**src/hdl/mac_pkg.sv**
```systemverilog
// shared vector types for byte, crc, length and bus paths
// ethernet framing constants (preamble, sfd, fcs)
// crc-32 constants in reflected form
// frame buffer sizes and Wishbone register word addresses

package mac_pkg;

  //////////////////////////////////////////////////
  // vector types
  //////////////////////////////////////////////////
  typedef logic [7:0]  byte_t;       // one octet on any byte path
  typedef logic [31:0] crc_t;
  typedef logic [10:0] frame_len_t;  // payload length in bytes
  typedef logic [10:0] buf_adr_t;    // frame memory index
  typedef logic [11:0] wb_adr_t;     // word address
  typedef logic [31:0] wb_data_t;

  // framing
  localparam byte_t PREAMBLE_BYTE = 8'h55;
  localparam byte_t SFD_BYTE      = 8'hd5;
  localparam int    PREAMBLE_LEN  = 7;   // 55h bytes before the sfd
  localparam int    FCS_LEN       = 4;

  // ieee 802.3 crc-32, lsb first
  localparam crc_t CRC_INIT      = 32'hffff_ffff;
  localparam crc_t CRC_POLY_REFL = 32'hedb8_8320;

  // buffer limits
  localparam int MAX_FRAME_LEN = 1536;
  localparam int BUF_DEPTH     = 2048;

  // registers have bit 11 set, otherwise bits 10:0 index the frame memory
  localparam wb_adr_t REG_CTRL   = 12'h800;  // bit 0 starts a frame
  localparam wb_adr_t REG_LEN    = 12'h801;  // payload length
  localparam wb_adr_t REG_STATUS = 12'h802;  // busy and sent count

endpackage

```
**src/hdl/crc_if.sv**
```systemverilog
// byte path between the transmit controller and the crc engine
// controller and engine modports

`timescale 1ns/1ps

interface crc_if
  import mac_pkg::*;
();

  logic  en;      // fold din this cycle
  logic  init;    // reload CRC_INIT, wins over en
  byte_t din;
  crc_t  result;  // running crc, registered

  modport ctrl (
    output en,
    output init,
    output din,
    input  result
  );

  modport engine (
    input  en,
    input  init,
    input  din,
    output result
  );

endinterface

```
**src/hdl/crc32_d8.sv**
```systemverilog
// byte-wide crc-32 engine, reflected form
// one byte folded per enabled cycle, result registered
// synchronous reload on init

`timescale 1ns/1ps

module crc32_d8
  import mac_pkg::*;
(
  input logic   clk,
  input logic   rst_n,
  crc_if.engine crc
);

  crc_t crc_q;
  crc_t crc_nxt;

  //////////////////////////////////////////////////
  // next value, eight bit steps lsb first
  //////////////////////////////////////////////////
  always_comb
  begin
    crc_nxt = crc_q ^ crc_t'(crc.din);  // byte enters at the low end
    for (int i = 0; i < 8; i++)
    begin
      if (crc_nxt[0])
        crc_nxt = (crc_nxt >> 1) ^ CRC_POLY_REFL;
      else
        crc_nxt = crc_nxt >> 1;
    end
  end

  //////////////////////////////////////////////////
  // crc register
  //////////////////////////////////////////////////
  always_ff @(posedge clk or negedge rst_n)
  begin
    if (!rst_n)
      crc_q <= CRC_INIT;
    else if (crc.init)
      crc_q <= CRC_INIT;      // start of a new frame
    else if (crc.en)
      crc_q <= crc_nxt;
  end

  assign crc.result = crc_q;  // complement is taken by the controller

endmodule

```
**src/flat_wrapper.sv**
```systemverilog
// flat-port wrapper written by rule: the top's interface ports become plain ports
module crc32_d8_flat import mac_pkg::*;
  (clk, rst_n, crc_en, crc_init, crc_din, crc_result);
  crc_if crc_i ();
  input logic clk;
  input logic rst_n;
  input wire logic [$bits(crc_i.en)-1:0] crc_en;
  input wire logic [$bits(crc_i.init)-1:0] crc_init;
  input wire logic [$bits(crc_i.din)-1:0] crc_din;
  output wire logic [$bits(crc_i.result)-1:0] crc_result;
  assign crc_i.en = crc_en;
  assign crc_i.init = crc_init;
  assign crc_i.din = crc_din;
  assign crc_result = crc_i.result;
  crc32_d8 u_core (.clk(clk), .rst_n(rst_n), .crc(crc_i));
endmodule
```
**config.mk**
```make
export PLATFORM = sky130hd
export DESIGN_NAME = crc32_d8_flat
export DESIGN_NICKNAME = d
export VERILOG_FILES = /design/src/hdl/mac_pkg.sv /design/src/hdl/crc_if.sv /design/src/hdl/crc32_d8.sv /design/src/flat_wrapper.sv
export SDC_FILE = /design/constraint.sdc
export NUM_CORES = 1
export LEC_CHECK = 0
export ABC_AREA = 1
export BUFFER_PORTS_ARGS = -buffer_cell sky130_fd_sc_hd__buf_4
export CORE_ASPECT_RATIO = 1.2
export CORE_UTILIZATION = 61
export CTS_CLUSTER_SIZE = 28
export DETAILED_ROUTE_END_ITERATION = 12
export GPL_ROUTABILITY_DRIVEN = 1
export PLACE_DENSITY = 0.94
export SETUP_SLACK_MARGIN = 0.15
export SYNTH_ARGS = -nofsm -noshare
export SYNTH_HDL_FRONTEND = slang
export SYNTH_SLANG_ARGS = --single-unit
```
**constraint.sdc**
```tcl
create_clock -name clk -period 3.52 [get_ports clk]
set_input_delay 0.352 -clock clk [delete_from_list [all_inputs] [get_ports clk]]
set_output_delay 0.352 -clock clk [all_outputs]
set_load 0.1 [all_outputs]
```
; ---- Yosys cells after proc, flatten, opt, wreduce, memory -nomap -nowiden
; Index checks and enable logic that the tools add are counted.
[classes]
n_reduce_logical = 1
bitwise_logic = 9
mux = 10
[op_table]
columns = op, n
row1 = $mux W32, 10
row2 = $not A13 Y14, 8
row3 = $xor A32 B8 Y32, 1
row4 = $reduce_bool A2 Y1, 1
[totals]
output_inout_bits = 32
register_bits = 32
inputBits = 12

; ---- Longest topological paths before layout
[logic_depth]
ltp_word = 19
depth_mapped = 12
depth_no_buf = 12

; ---- Worst setup path before layout
; Ideal clock, no wire load.
[synth_timing]
kind = flip-flop to flip-flop
startpoint = reg u_core.crc_q[0], in the netlist u_core.crc.result[0]
endpoint = reg u_core.crc_q[20], in the netlist u_core.crc.result[20]
setup_time_ns = 0.078
path_stages_with_launch = 10
synth_period_minus_slack_ns = 1.846
t_required_ns = 3.442
path_slack_ns = 1.674
arrival_ns = 1.768
cell_sequence = dfstp_2 -> nand2_1 -> nand2_4 -> nand2_4 -> nand2_8 -> nand2_1 -> nand2_4 -> nand3_1 -> nand3_1 -> nand2_1
[synth_via]
elab_chain_cells = 16
[synth_lines]
columns = item, line_no
row1 = start: declaration, crc32_d8.sv:15  ; crc_t crc_q;
row2 = start signal: assignment, crc32_d8.sv:43  ; crc_q <= crc_nxt;
row3 = $xor A32 B8 Y32 (*), crc32_d8.sv:23  ; crc_nxt = crc_q ^ crc_t'(crc.din);
row4 = $mux W32 (*), crc32_d8.sv:26  ; if (crc_nxt[0])
row5 = $not A13 Y14 (no line), --
row6 = $mux W32 (*) (2 in a row), crc32_d8.sv:26
row7 = $not A13 Y14 (no line), --
row8 = $mux W32 (*), crc32_d8.sv:26
row9 = $not A13 Y14 (no line), --
row10 = $mux W32 (*) (2 in a row), crc32_d8.sv:26
row11 = $not A13 Y14 (no line), --
row12 = $mux W32 (*), crc32_d8.sv:26
row13 = $not A13 Y14 (no line), --
row14 = $mux W32 (*), crc32_d8.sv:26
row15 = $mux W32 (*), crc32_d8.sv:42  ; else if (crc.en)
row16 = $mux W32 (*), crc32_d8.sv:40  ; else if (crc.init)
; Mark *: on every way between the ends. The rest lies on a longest branch, timed or not. The select of a mux whose other input is x is not followed.
; A chain may end at the register's enable or synchronous reset.

; ---- Worst setup path after layout
[layout_timing]
startpoint = reg u_core.crc_q[5], in the netlist u_core.crc.result[5]
endpoint = reg u_core.crc_q[24], in the netlist u_core.crc.result[24]
[layout_via]
elab_chain_cells = 12
[layout_lines]
columns = item, line_no
row1 = $xor A32 B8 Y32 (*), crc32_d8.sv:23
row2 = $mux W32 (*) (7 in a row), crc32_d8.sv:26
row3 = $not A13 Y14 (no line), --
row4 = $mux W32 (*), crc32_d8.sv:26
row5 = $mux W32 (*), crc32_d8.sv:42
row6 = $mux W32 (*), crc32_d8.sv:40
; Marked as above.

==> run_summary.xml <==
<?xml version="1.0" encoding="UTF-8"?>
<metrics>
  <group name="floorplanning">
    <metric name="initial_core_utilization" unit="">0.658</metric>
    <metric name="die_height" unit="um">71.7</metric>
    <metric name="rows" unit="">24</metric>
    <metric name="io-pin-count" unit="">44</metric>
    <metric name="core-area" unit="um2">3750</metric>
    <metric name="design.die.area" unit="um2">4310</metric>
    <metric name="die_width" unit="um">60.1</metric>
  </group>
  <group name="outcome">
    <metric name="outcome" unit="">finished, final reports clean</metric>
  </group>
  <group name="timing">
    <metric name="skew" unit="ns">0.00832</metric>
    <metric name="finalHoldViolCount" unit="">0</metric>
    <metric name="timing.setup.tns" unit="ns">0</metric>
    <metric name="slew_headroom" unit="">0.511</metric>
    <metric name="min_period_over_period" unit="">0.482</metric>
    <metric name="rsz0062_at_grt" unit="">no</metric>
    <metric name="report.final.setup_viol" unit="">0</metric>
    <metric name="timing.fmax" unit="GHz">0.590</metric>
    <metric name="period_needed" unit="ns">1.70</metric>
    <metric name="worst_max_slew_pin_slew" unit="ns">0.733</metric>
    <metric name="maxSlewViolCount" unit="">0</metric>
  </group>
  <group name="clock_network">
    <metric name="clk_latency" unit="ns">0.29</metric>
    <metric name="cts.reportedPaths.clkPinSlew" unit="ns">0.07</metric>
    <metric name="cts_setup_buffers" unit="">0</metric>
    <metric name="cts_tree" unit="">done</metric>
    <metric name="cts-htree-levels" unit="">2</metric>
    <metric name="clkSinkCount" unit="">32</metric>
    <metric name="ctsHoldBuffers" unit="">0</metric>
    <metric name="cts-buffers-inserted" unit="">5</metric>
    <metric name="post_cts_resized" unit="">0</metric>
    <metric name="ctsLongestPathBuffers" unit="">2</metric>
    <metric name="cts_root_buffer" unit="">sky130_fd_sc_hd__clkbuf_8</metric>
  </group>
  <group name="worst_setup_path">
    <metric name="max_stage_delay" unit="ns">0.57</metric>
    <metric name="worstPathCellList" unit="">inv_1, nand2_1, nand2_1, xnor2_1, nand2_2, nand2_2, inv_2, nand2_2, nand2_1, nand2_1, nand2_1</metric>
    <metric name="timing.critical_path.max_delay_family" unit="">simple AND/OR/NAND/NOR gates</metric>
    <metric name="timing.critical_path.required" unit="ns">3.74</metric>
    <metric name="worst_setup_path_start_kind" unit="">register</metric>
    <metric name="worst-path-max-fanout" unit="">6</metric>
    <metric name="endpoint_kind" unit="">register</metric>
    <metric name="crit_top_cell" unit="">sky130_fd_sc_hd__nand2_1</metric>
    <metric name="arrival" unit="ns">1.92</metric>
    <metric name="slowest_stage" unit="">sky130_fd_sc_hd__dfstp_2</metric>
    <metric name="worstSetupPathType" unit="">register to register</metric>
    <metric name="cp_num_buf_inv" unit="">2</metric>
  </group>
  <group name="placement">
    <metric name="port-buffer-count" unit="">43</metric>
    <metric name="post-dp-hpwl" unit="mm">4.61</metric>
    <metric name="gp_congestion" unit="">0.906</metric>
  </group>
  <group name="global_routing">
    <metric name="maximum_number_of_pins_on_one_net_before_global_route_repair" unit="">33</metric>
    <metric name="gr-usage-all-layers" unit="">0.317</metric>
    <metric name="grt_overflow_total" unit="">0</metric>
    <metric name="grt_antenna_before_repair" unit="">0</metric>
    <metric name="grt_pass1_vias" unit="">2260</metric>
    <metric name="grt_first_pass_wirelength" unit="mm">10.3</metric>
  </group>
  <group name="logic_synthesis">
    <metric name="yosys_warnings" unit="">0</metric>
    <metric name="synth_xor_xnor_area_share" unit="">0.123</metric>
    <metric name="synth.net_count" unit="">355</metric>
    <metric name="synth_edf_count" unit="">0</metric>
    <metric name="adder_cell_share_of_the_synthesized_area" unit="">0</metric>
    <metric name="synth.top_cell.area_share" unit="">0.341</metric>
    <metric name="synth.area.top_cells" unit="">sky130_fd_sc_hd__dfstp_2, sky130_fd_sc_hd__nand2_1, sky130_fd_sc_hd__xor2_1</metric>
    <metric name="post_synth_instance_area" unit="um2">2470</metric>
    <metric name="synth-simple-area-share" unit="">0.356</metric>
    <metric name="post_synth.cell_area_avg" unit="um2">7.20</metric>
    <metric name="synth-seq-area-share" unit="">0.341</metric>
    <metric name="synth_top_family_by_area" unit="">simple AND/OR/NAND/NOR gates</metric>
    <metric name="synth.mux.area_fraction" unit="">0</metric>
    <metric name="synth_compound_gate_area_share" unit="">0.109</metric>
    <metric name="synthFlopType" unit="">sky130_fd_sc_hd__dfstp_2</metric>
    <metric name="synthDistinctLibCells" unit="">29</metric>
    <metric name="synthArstFlopShare" unit="">1.00</metric>
    <metric name="syn-instance-count" unit="">343</metric>
    <metric name="synth_top_area_cell" unit="">sky130_fd_sc_hd__dfstp_2</metric>
    <metric name="post_synthesis_register_bit_count" unit="">32</metric>
  </group>
  <group name="detailed_routing">
    <metric name="detail_route.wl_per_cell" unit="um">14.3</metric>
    <metric name="routed-via-count" unit="">2381</metric>
    <metric name="postRouteWirelength" unit="mm">6.27</metric>
    <metric name="ant_nets" unit="">0</metric>
    <metric name="routed_via_density" unit="">5.42</metric>
    <metric name="detail_route.iter0.violations" unit="">100</metric>
    <metric name="drt_drc_violations_left" unit="">0</metric>
    <metric name="detail_route.first_pass.iterations" unit="">5</metric>
  </group>
  <group name="hold_path">
    <metric name="hold_class" unit="">input pin to asynchronous set/reset pin</metric>
  </group>
  <group name="cells_and_area">
    <metric name="nNetsFinal" unit="">398</metric>
    <metric name="largest_register_ff_count" unit="">32</metric>
    <metric name="area_growth" unit="%">18.2</metric>
    <metric name="ratio_of_cells_with_drive_above_1_in_the_final_layout" unit="">0.333</metric>
    <metric name="layout_common_cells" unit="">sky130_fd_sc_hd__nand2_1, sky130_fd_sc_hd__buf_4, sky130_fd_sc_hd__dfstp_2</metric>
    <metric name="post_layout_utilization_of_the_core" unit="">0.777</metric>
    <metric name="layout_commonest_cell" unit="">sky130_fd_sc_hd__nand2_1</metric>
    <metric name="antenna_cells_inserted" unit="">0</metric>
  </group>
  <group name="run">
    <metric name="cap_violations" unit="">0</metric>
  </group>
  <group name="pwr">
    <metric name="p_per_area" unit="nW/um2">793</metric>
    <metric name="max-vdd-ir-drop" unit="mV">0.489</metric>
    <metric name="power_leakage" unit="nW">1.48</metric>
  </group>
</metrics>
-- stage by stage --
step	power (mW)	cells	worst slack, ns	cell area, um2	hold WS (ns)
final	2.31	439	1.82	2920	0.285
after floorplan	1.73	343	1.67	2470	0.204
after global routing	2.44	439	1.63	2920	0.341
after detailed placement	2.00	431	1.78	2830	0.493
after CTS	2.30	439	1.84	2920	0.308
after global placement	1.97	431	1.79	2830	0.478
-- per-layer routing --
layer | global-route usage | vias up | wire length [um]
li1 | - | 1160 | -
met1 | 0.380 | 1089 | 2490
met2 | 0.540 | 109 | 3150
met3 | 0.0614 | 23 | 436
met4 | 0.142 | 0 | 196
met5 | 0 | - | 0
-- Yosys cell counts (5+ instances only) --
| cell | n |
|---|---|
| sky130_fd_sc_hd__nor2_1 | 9 |
| sky130_fd_sc_hd__xnor2_1 | 6 |
| sky130_fd_sc_hd__clkbuf_1 | 5 |
| sky130_fd_sc_hd__inv_2 | 6 |
| sky130_fd_sc_hd__xor2_1 | 23 |
| sky130_fd_sc_hd__nand2_4 | 10 |
| sky130_fd_sc_hd__nand2_1 | 120 |
| sky130_fd_sc_hd__o21ai_0 | 17 |
| sky130_fd_sc_hd__inv_1 | 31 |
| sky130_fd_sc_hd__dfstp_2 | 32 |
| sky130_fd_sc_hd__nand2_2 | 19 |
| sky130_fd_sc_hd__o21ai_1 | 6 |
| sky130_fd_sc_hd__nand3_1 | 16 |
| sky130_fd_sc_hd__a21oi_1 | 21 |
-- worst register-to-register path, stage by stage, from the launching register on --
cell	delay, ns
sky130_fd_sc_hd__dfstp_2	0.57
sky130_fd_sc_hd__inv_1	0.06
sky130_fd_sc_hd__nand2_1	0.05
sky130_fd_sc_hd__nand2_1	0.18
sky130_fd_sc_hd__xnor2_1	0.34
sky130_fd_sc_hd__nand2_2	0.09
sky130_fd_sc_hd__nand2_2	0.12
sky130_fd_sc_hd__inv_2	0.05
sky130_fd_sc_hd__nand2_2	0.04
sky130_fd_sc_hd__nand2_1	0.04
sky130_fd_sc_hd__nand2_1	0.05
sky130_fd_sc_hd__nand2_1	0.05
-- cells by family after synthesis --
family,Yosys count
xor+xnor,32
compound gates,51
flops,32
buf+inv,45
simple gates,183
-- final timing paths --
path | from | endpoint | slack, ns | depth (start not counted)
max | u_core.crc.result[5] | u_core.crc.result[24] | 1.82 | 11
min | rst_n | u_core.crc.result[29] | 0.29 | 1
max reg2reg | u_core.crc.result[5] | u_core.crc.result[24] | 1.82 | 11
min reg2reg | u_core.crc.result[27] | u_core.crc.result[27] | 0.50 | 2
max in group asynchronous | rst_n | u_core.crc.result[9] | 3.19 | 1
min in group clk | crc_en | u_core.crc.result[14] | 0.36 | 3
-- cell type report --
class	instances	area, um2
Tap cell	52	65.1
Clock buffer	6	82.6
Clock inverter	2	10.0
Inverter	38	145
Sequential cell	32	841
Fill cell	273	836
Multi-Input combinational cell	266	1450
Timing Repair Buffer	43	323
-- power breakdown --
| group | total [mW] | internal (mW) | switching [mW] | leakage [nW] |
|---|---|---|---|---|
| combinational | 1.44 | 0.369 | 1.07 | 1.09 |
| clock | 0.305 | 0.156 | 0.149 | 0.0510 |
| sequential | 0.571 | 0.493 | 0.0787 | 0.337 |
| total | 2.31 | 1.02 | 1.30 | 1.48 |
(Power assumes the default switching activity.)
