$ cat src/hdl/mac_pkg.sv
// shared vector types for byte, crc, length and bus paths
// ethernet framing constants (preamble, sfd, fcs)
// crc-32 constants in reflected form
// frame buffer sizes and Wishbone register word addresses

package mac_pkg;

  //////////////////////////////////////////////////
  // vector types
  //////////////////////////////////////////////////
  typedef logic [7:0]  byte_t;       // one octet on any byte path
  typedef logic [31:0] crc_t;
  typedef logic [10:0] frame_len_t;  // payload length in bytes
  typedef logic [10:0] buf_adr_t;    // frame memory index
  typedef logic [11:0] wb_adr_t;     // word address
  typedef logic [31:0] wb_data_t;

  // framing
  localparam byte_t PREAMBLE_BYTE = 8'h55;
  localparam byte_t SFD_BYTE      = 8'hd5;
  localparam int    PREAMBLE_LEN  = 7;   // 55h bytes before the sfd
  localparam int    FCS_LEN       = 4;

  // ieee 802.3 crc-32, lsb first
  localparam crc_t CRC_INIT      = 32'hffff_ffff;
  localparam crc_t CRC_POLY_REFL = 32'hedb8_8320;

  // buffer limits
  localparam int MAX_FRAME_LEN = 1536;
  localparam int BUF_DEPTH     = 2048;

  // registers have bit 11 set, otherwise bits 10:0 index the frame memory
  localparam wb_adr_t REG_CTRL   = 12'h800;  // bit 0 starts a frame
  localparam wb_adr_t REG_LEN    = 12'h801;  // payload length
  localparam wb_adr_t REG_STATUS = 12'h802;  // busy and sent count

endpackage

$ cat src/hdl/crc_if.sv
// byte path between the transmit controller and the crc engine
// controller and engine modports

`timescale 1ns/1ps

interface crc_if
  import mac_pkg::*;
();

  logic  en;      // fold din this cycle
  logic  init;    // reload CRC_INIT, wins over en
  byte_t din;
  crc_t  result;  // running crc, registered

  modport ctrl (
    output en,
    output init,
    output din,
    input  result
  );

  modport engine (
    input  en,
    input  init,
    input  din,
    output result
  );

endinterface

$ cat src/hdl/mac_tx.sv
// transmit controller for the byte-wide MAC output
// fsm with byte counter for preamble, sfd, payload and fcs
// payload fetch from the frame source via data_req
// crc engine control and fcs byte select
// two-stage output pipeline for tx_data and tx_en

`timescale 1ns/1ps

module mac_tx
  import mac_pkg::*;
(
  input  logic  clk,
  input  logic  rst_n,
  input  logic  tx_ready,
  input  logic  frame_last,
  input  byte_t frame_data,
  output logic  data_req,
  output logic  send_end,
  output logic  tx_en,
  output byte_t tx_data,
  crc_if.ctrl   crc
);

  typedef enum logic [2:0] {
    S_IDLE,
    S_PREAMBLE,
    S_DATA,
    S_FCS,
    S_DONE
  } tx_state_t;

  tx_state_t  state;
  tx_state_t  state_nxt;
  logic [3:0] cnt;           // bytes left in preamble or fcs, current one included
  byte_t      data_dly;      // payload lined up with the data state
  logic       last_dly;
  byte_t      fcs_byte;
  byte_t      tx_data_pre;   // first output stage
  logic       tx_en_pre;
  logic       send_end_pre;

  //////////////////////////////////////////////////
  // state machine
  //////////////////////////////////////////////////
  always_ff @(posedge clk or negedge rst_n)
  begin
    if (!rst_n)
      state <= S_IDLE;
    else
      state <= state_nxt;
  end

  always_comb
  begin
    state_nxt = state;
    case (state)
      S_IDLE:
        if (tx_ready)
          state_nxt = S_PREAMBLE;
      S_PREAMBLE:
        if (cnt == 4'd1)
          state_nxt = S_DATA;  // sfd on this cycle
      S_DATA:
        if (last_dly)
          state_nxt = S_FCS;
      S_FCS:
        if (cnt == 4'd1)
          state_nxt = S_DONE;
      S_DONE:
        state_nxt = S_IDLE;
      default:
        state_nxt = S_IDLE;
    endcase
  end

  // counts down, preamble 8..1 with the sfd at 1, then fcs 4..1
  always_ff @(posedge clk or negedge rst_n)
  begin
    if (!rst_n)
      cnt <= '0;
    else if (state == S_IDLE)
      cnt <= 4'(PREAMBLE_LEN + 1);
    else if (state == S_DATA)
      cnt <= 4'(FCS_LEN);
    else if (cnt != 4'd0)
      cnt <= cnt - 4'd1;
  end

  //////////////////////////////////////////////////
  // payload fetch
  //////////////////////////////////////////////////
  // byte 0 lands in data_dly on the first data cycle
  always_ff @(posedge clk or negedge rst_n)
  begin
    if (!rst_n)
      data_req <= 1'b0;
    else
      data_req <= (state == S_PREAMBLE) && (cnt == 4'd3);
  end

  always_ff @(posedge clk or negedge rst_n)
  begin
    if (!rst_n)
      last_dly <= 1'b0;
    else
      last_dly <= frame_last;
  end

  always_ff @(posedge clk)
  begin
    data_dly <= frame_data;
  end

  // crc folds the payload while in data, reloads in idle
  assign crc.init = (state == S_IDLE);
  assign crc.en   = (state == S_DATA);
  assign crc.din  = data_dly;

  // inverted crc, lowest byte first
  always_comb
  begin
    case (cnt)
      4'd4:    fcs_byte = ~crc.result[7:0];
      4'd3:    fcs_byte = ~crc.result[15:8];
      4'd2:    fcs_byte = ~crc.result[23:16];
      default: fcs_byte = ~crc.result[31:24];
    endcase
  end

  //////////////////////////////////////////////////
  // output pipeline
  //////////////////////////////////////////////////
  always_ff @(posedge clk or negedge rst_n)
  begin
    if (!rst_n)
    begin
      tx_en_pre    <= 1'b0;
      tx_en        <= 1'b0;
      send_end_pre <= 1'b0;
      send_end     <= 1'b0;
    end
    else
    begin
      tx_en_pre    <= (state == S_PREAMBLE) || (state == S_DATA) || (state == S_FCS);
      tx_en        <= tx_en_pre;
      send_end_pre <= (state == S_DONE);
      send_end     <= send_end_pre;  // one cycle after the last fcs byte
    end
  end

  always_ff @(posedge clk)
  begin
    case (state)
      S_PREAMBLE: tx_data_pre <= (cnt == 4'd1) ? SFD_BYTE : PREAMBLE_BYTE;
      S_DATA:     tx_data_pre <= data_dly;
      S_FCS:      tx_data_pre <= fcs_byte;
      default:    tx_data_pre <= 8'h00;
    endcase
    tx_data <= tx_data_pre;
  end

endmodule

$ cat src/flat_wrapper.sv
// flat-port wrapper written by rule: the top's interface ports become plain ports
module mac_tx_flat import mac_pkg::*;
  (clk, rst_n, tx_ready, frame_last, frame_data, data_req, send_end, tx_en, tx_data, crc_en, crc_init, crc_din, crc_result);
  crc_if crc_i ();
  input  logic clk;
  input  logic rst_n;
  input  logic tx_ready;
  input  logic frame_last;
  input  byte_t frame_data;
  output logic data_req;
  output logic send_end;
  output logic tx_en;
  output byte_t tx_data;
  output wire logic [$bits(crc_i.en)-1:0] crc_en;
  output wire logic [$bits(crc_i.init)-1:0] crc_init;
  output wire logic [$bits(crc_i.din)-1:0] crc_din;
  input wire logic [$bits(crc_i.result)-1:0] crc_result;
  assign crc_en = crc_i.en;
  assign crc_init = crc_i.init;
  assign crc_din = crc_i.din;
  assign crc_i.result = crc_result;
  mac_tx u_core (.clk(clk), .rst_n(rst_n), .tx_ready(tx_ready), .frame_last(frame_last), .frame_data(frame_data), .data_req(data_req), .send_end(send_end), .tx_en(tx_en), .tx_data(tx_data), .crc(crc_i));
endmodule
$ cat config.mk
export PLATFORM = sky130hd
export DESIGN_NAME = mac_tx_flat
export DESIGN_NICKNAME = d
export VERILOG_FILES = /design/src/hdl/mac_pkg.sv /design/src/hdl/crc_if.sv /design/src/hdl/mac_tx.sv /design/src/flat_wrapper.sv
export SDC_FILE = /design/constraint.sdc
export NUM_CORES = 1
export LEC_CHECK = 0
export BUFFER_PORTS_ARGS = -buffer_cell sky130_fd_sc_hd__buf_2
export CORE_UTILIZATION = 24
export DETAILED_ROUTE_END_ITERATION = 7
export PLACE_DENSITY = 0.55
export SLEW_MARGIN = 0
export SYNTH_ARGS = -nofsm -noshare
export SYNTH_HDL_FRONTEND = slang
export SYNTH_SLANG_ARGS = --single-unit
$ cat constraint.sdc
create_clock -name clk -period 1.8 [get_ports clk]
set_clock_uncertainty 0.1 [all_clocks]
set_input_delay 0.36 -clock clk [delete_from_list [all_inputs] [get_ports clk]]
set_output_delay 0.36 -clock clk [all_outputs]
set_load 0.1 [all_outputs]
### Yosys cells after proc, flatten, opt, wreduce, memory -nomap -nowiden

Index checks and enable logic that the tools add are counted.
W data, S select, Z words.

* flip-flop bits (word level): 37
* input bits: 44

* add/sub/neg operators: 1
* multiplexer cells: 11
* reductions and logical operators: 7
* equal/unequal tests: 12
* bitwise gates (word level): 4

Operators by type and width (number)
* $pmux W8 S3: 2
* $not A8 Y8: 4
* $mux W3: 4
* $mux W4: 3
* $pmux W3 S4: 1
* $eq A4 B2 Y1 const B: 2
* $mux W8: 1
* $eq A3 B2 Y1 const B: 2
* $ne A2 B2 Y1 const B: 3
* $eq A4 B1 Y1 const B: 1
* $eq A4 B3 Y1 const B: 1
* $reduce_and A4 Y1: 1
* $reduce_bool A4 Y1: 1
* $sub A4 B1 Y4 const B: 1
* $eq A3 B1 Y1 const B: 1
* $eq A3 B3 Y1 const B: 1
* $logic_not A3 Y1: 1
* $reduce_bool A3 Y1: 1
* $logic_or A1 B1 Y1: 2
* $ne A2 B1 Y1 const B: 1
* $logic_and A1 B1 Y1: 1

### Logic depth before layout (Yosys ltp)

* depth after elaboration: 4
* gate-level depth with buffers: 6
* gate-level depth less buffers: 6

### Worst setup path after synthesis

No wires, ideal clock.

* path kind: reg2out
* start: register u_core.state[2]
* end: output crc_init
* arrival: 2167 ps
* path slack: -827 ps
* buffers on the path: 1
* required time: 1340 ps
* cell stages (with the launch flop): 4
* cells stage by stage: dfrtp_1 clkbuf_1 or2_2 nor2_1

* longest elaborated chain between the ends: 1

Ends and longest elaborated chain
* start, declared: line mac_tx.sv:32 `tx_state_t state;`
* start signal, assigned: line mac_tx.sv:50 `state <= state_nxt;`
* $logic_not A3 Y1: line mac_tx.sv:115 `assign crc.init = (state == S_IDLE);`
* end, declared: line flat_wrapper.sv:15 `output wire logic [$bits(crc_i.init)-1:0] crc_init;`

Every way passes these cells.

### Worst setup path after layout

* start: register u_core.cnt[0]
* end: register u_core.tx_data_pre[7]

* longest elaborated chain between the ends: 3

Ends and longest elaborated chain
* start, declared: line mac_tx.sv:34 `logic [3:0] cnt;`
* start signal, assigned: line mac_tx.sv:82 `cnt <= 4'(PREAMBLE_LEN + 1);`
* start signal, assigned: line mac_tx.sv:84 `cnt <= 4'(FCS_LEN);`
* start signal, assigned: line mac_tx.sv:86 `cnt <= cnt - 4'd1;`
* $eq A4 B2 Y1, or another cell as far along: line mac_tx.sv:122 `case (cnt)`
* $pmux W8 S3 or $mux W8 (tied branches): line mac_tx.sv:122, mac_tx.sv:154
* $pmux W8 S3 (*): line mac_tx.sv:153 `case (state)`
* end signal, assigned: line mac_tx.sv:154 `S_PREAMBLE: tx_data_pre <= (cnt == 4'd1) ? SFD_BYTE : PREAMBLE_BYTE;`
* end signal, assigned: line mac_tx.sv:155 `S_DATA: tx_data_pre <= data_dly;`
* end signal, assigned: line mac_tx.sv:156 `S_FCS: tx_data_pre <= fcs_byte;`
* end, declared: line mac_tx.sv:38 `byte_t tx_data_pre;`

Mark *: on every way between the ends. The rest lies on a longest branch, timed or not.
A chain may end at the register's enable or synchronous reset.

==> impl.org <==
** Status
- The run finished with clean final reports.

** Placement
- Cell count after placement :: 298
- Summing all placed instances gives a cell area of 2010 um2.
- During placement, the flow inserted port buffers numbering 64.
- Once detailed placement completed, the half-perimeter wirelength came to 2870 um.
- The congestion estimate from routability-driven global placement came to 0.814.

** Yosys
- Synth area leader :: sky130_fd_sc_hd__dfxtp_1
- Of all flip-flops after synthesis, the portion carrying an async set or reset was 35.1%.
- Mapped Cells :: 152
- Primary FF master, synth :: sky130_fd_sc_hd__dfxtp_1
- Leading post-synthesis cells by cell area :: sky130_fd_sc_hd__dfxtp_1, sky130_fd_sc_hd__dfrtp_1, sky130_fd_sc_hd__a21oi_1
- Post-synthesis net count :: 201
- In this run the mean area of a mapped cell was 9.73 um2.
- Cell area after synthesis :: 1480 um2
- After synthesis the netlist holds a flip-flop and latch count of 37.
- In the post-synthesis netlist, the cell with the most instances is sky130_fd_sc_hd__dfxtp_1.
- Counting instances in the post-synthesis netlist gives the leading cell types as sky130_fd_sc_hd__dfxtp_1, sky130_fd_sc_hd__nand2_1, sky130_fd_sc_hd__a21oi_1.
- Post-synthesis sequential area ratio :: 54.5%
- The synthesized netlist contains 32 unique library cells.
- Number of synthesized flops with an enable pin :: 0
- Synth Warn # :: 0
- The top cell type by area accounts for 32.5% of the synthesized area.

** Clock network
- After clock tree synthesis, the clock-pin slew on the worst setup and hold paths is 0.07 ns.
- In this run the number of H-tree levels came out at 2.
- Clock Root Buffer :: sky130_fd_sc_hd__clkbuf_8
- Clock buffers created by TritonCTS :: 5
- Number of sinks handled by clock tree synthesis :: 37
- TritonCTS built the clock tree.
- The clock reaches the later pin of the worst-skew pair after 0.29 ns.
- Buffers from clock root to sink, at most :: 2

** Critical path
- Slowest CP cell :: sky130_fd_sc_hd__a311o_4
- Cell mode on critical path :: sky130_fd_sc_hd__inv_2
- Startpoint of the worst-slack reg-to-reg timing path :: u_core.cnt[0]
- In this run the worst path has a maximum fanout of 8.
- STA puts the critical path data arrival time at 1.84 ns.
- STA puts the critical path data required time at 1.86 ns.
- Kind of start point of the critical path :: flop
- STA classifies the critical path endpoint as a flop.
- In this design, the stage delay of the slowest critical-path cell is 0.44 ns.
- Cells along the critical path :: inv_2 -> ha_4 -> inv_2 -> a311o_4 -> a221oi_2 -> o22ai_1
- The most critical setup path has its startpoint at u_core.cnt[0].
- Start-to-end type of the worst setup path :: reg2reg

** Global route
- The number of global-route vias before repair was 1240.
- The number of antenna violations at the first check in global routing is 0.
- In the global route stage, overall resource usage came out at 11.7%.
- The first global-routing pass estimated 5600 um of wire.
- The total overflow left after global routing is 0.
- Maximum number of pins on one net before global-route repair :: 17

** Layout
- With fillers left out, the area of the finished cells amounts to 2210 um2.
- Area added between synthesis and finish :: 49.7%
- Cell Count, Final, Fillers Out :: 315
- Sequential cell area :: 807 um2
- The multi-input combinational cells in the finished layout cover a total of 653 um2.
- Of the cells placed in the final design, the portion with a size suffix greater than 1 is 45.0%.
- The number of antenna diodes in the final layout is 0.
- The final layout contains 288 nets.
- Filler Cell Count :: 601

** Floorplanning
- From left edge to right edge, the die measures 80.5 um.
- The die covers 6480 um2.
- Number of placed I/O pins :: 65
- Die Span Y :: 80.5 um
- Row cnt :: 28
- CORE AREA :: 5920 um2
- Starting utilization of the core area :: 25.0%

** Pwr
- Standby leakage power :: 1.05 nW
- Of the total power, the share spent switching nets is 46.8%.
- Summed over all nets, the switching power comes to 1.95 mW.
- Max IR drop VDD :: 705 uV
- Internal cell power :: 2.22 mW
- Clock group share of total power :: 14.0%
- Total power divided by cell area :: 1890 nW/um2
- Combinational group share of total power :: 57.3%
- Portion of total power attributed to sequential cells :: 28.7%

** Timing
- Max-slew violation count :: 0
- Final setup viols :: 0
- Time the worst path needs with I/O delays and setup :: 1.79 ns
- Timing-limited maximum frequency :: 0.560 GHz
- Final number of hold-violating endpoints :: 0
- Hold Slack :: 0.0680 ns
- Crit share post-route :: 99.2%
- RSZ-0062 raised after global routing :: true
- Headroom to the max-slew limit came out at 67.1%.
- Slew at the pin closest to its max-slew limit :: 0.497 ns

** Drt
- Number of vias after detailed routing :: 1348
- The routed design has 3920 um of wire.
- Number of DRC violations after detailed routing :: 0
- Post-detailed-route count of antenna-violating nets :: 0
- Dividing the detail-routed wire length by the instance count gives 12.4 um.
- Number of iterations in the first detailed-routing pass :: 4
- Drt initial violations :: 53
- After detailed routing, the number of vias per cell comes to 4.28.

** Job
- Across the run, the number of max-cap violations was 0.

** Min path
- The path class of the tightest hold or removal check is in2reg.
- Beginning of the worst hold path :: frame_data[6]
==> final cells by class <==
type / instances / share of cell area (%)
clock buffer: 8 / 4.07
tap: 75 / 4.24
timing repair buffer: 86 / 23.4
inverter: 14 / 2.37
multi-input combinational: 95 / 29.5
sequential: 37 / 36.4
==> flip-flops by register name, summed over array words and instances, names as in the netlist, 3 cells and up <==
| name | flops |
|---|---|
| u_core.crc.din | 8 |
| u_core.tx_data | 8 |
| u_core.tx_data_pre | 8 |
| u_core.cnt | 4 |
| u_core.state | 3 |
==> per-stage QoR <==
stage / setup slack, ns / TNS (ns) / utilization [%] / power, mW
2_1_floorplan: -0.0439 / -0.0439 / - / 2.83
3_3_place_gp: 0.0663 / 0 / 33.9 / 3.38
3_5_place_dp: 0.00702 / 0 / 33.9 / 3.40
4_1_cts: 0.00779 / 0 / 36.0 / 4.03
5_1_grt: -0.0228 / -0.0832 / 37.4 / 4.43
6_report: 0.0148 / 0 / 37.4 / 4.18
==> placed cells by master (no fill, tap or decap), types with 3 or more instances in the layout <==
master                     netlist  final
sky130_fd_sc_hd__inv_1          12     10
sky130_fd_sc_hd__a21o_1          3      3
sky130_fd_sc_hd__o221ai_1        4      3
sky130_fd_sc_hd__buf_4           1     21
sky130_fd_sc_hd__inv_2           2      4
sky130_fd_sc_hd__a211oi_1        5      4
sky130_fd_sc_hd__o21ai_0         4      4
sky130_fd_sc_hd__dfrtp_1        13     12
sky130_fd_sc_hd__dfxtp_1        24     24
sky130_fd_sc_hd__a221o_1         3      3
sky130_fd_sc_hd__o22ai_1         6      6
sky130_fd_sc_hd__nand2_1        16     16
sky130_fd_sc_hd__buf_2           0     62
sky130_fd_sc_hd__nor2_1         10      9
sky130_fd_sc_hd__o21ai_1         4      4
sky130_fd_sc_hd__clkbuf_8        0      6
sky130_fd_sc_hd__a21oi_1        14     14
==> kinds of logic after synthesis <==
family / synth area share (%)
xor gates and xnor gates: 0.592
buffers and inverters: 5.33
DFF: 54.5
AOI/OAI and AO/OA: 21.9
adders and majority gates: 4.23
and+or+nand+nor: 13.5
==> power by group through the flow <==
stage	clock network, mW	registers (mW)	logic [mW]
floorplan	0	1.84	0.989
global placement	0	1.20	2.17
detailed placement	0	1.20	2.20
CTS	0.603	1.19	2.24
global route	0.647	1.23	2.56
finish	0.585	1.20	2.39
==> per-layer routing <==
layer	track usage, %	vias to the layer above	part of all wire (%)
met3	3.64	5	3.9
met1	12.6	617	40
li1	-	703	-
met5	0	-	0
met4	4.82	0	1.5
met2	21.0	23	54
==> final timing paths <==
check                                        end  slack, ns  depth (start not counted)
max in group asynchronous          u_core.cnt[1]       0.92                          2
min in group asynchronous        u_core.state[0]       0.40                          2
max                        u_core.tx_data_pre[7]       0.01                          6
max reg2reg                u_core.tx_data_pre[7]       0.01                          6
min                            u_core.crc.din[6]       0.07                          1
min reg2reg                    u_core.tx_data[5]       0.23                          0
==> critical path, delay by kind of cell (launching register included) <==
| kind | cells | cell delay, ns |
|---|---|---|
| buf+inv | 2 | 0.17 |
| compound gates | 3 | 0.81 |
| fa+ha+maj | 1 | 0.15 |
| flops | 1 | 0.42 |
==> what timing repair did <==
| item | CTS | global route |
|---|---|---|
| buffers inserted | 2 | 6 |
| endpoints found under the hold margin | 13 | 0 |
| pin swaps | 1 | 12 |
| endpoints found under the setup margin | 3 | 7 |
| hold buffers | 1 | 0 |
| gates resized for setup | 3 | 9 |
Power figures use the tool's default switching activity.
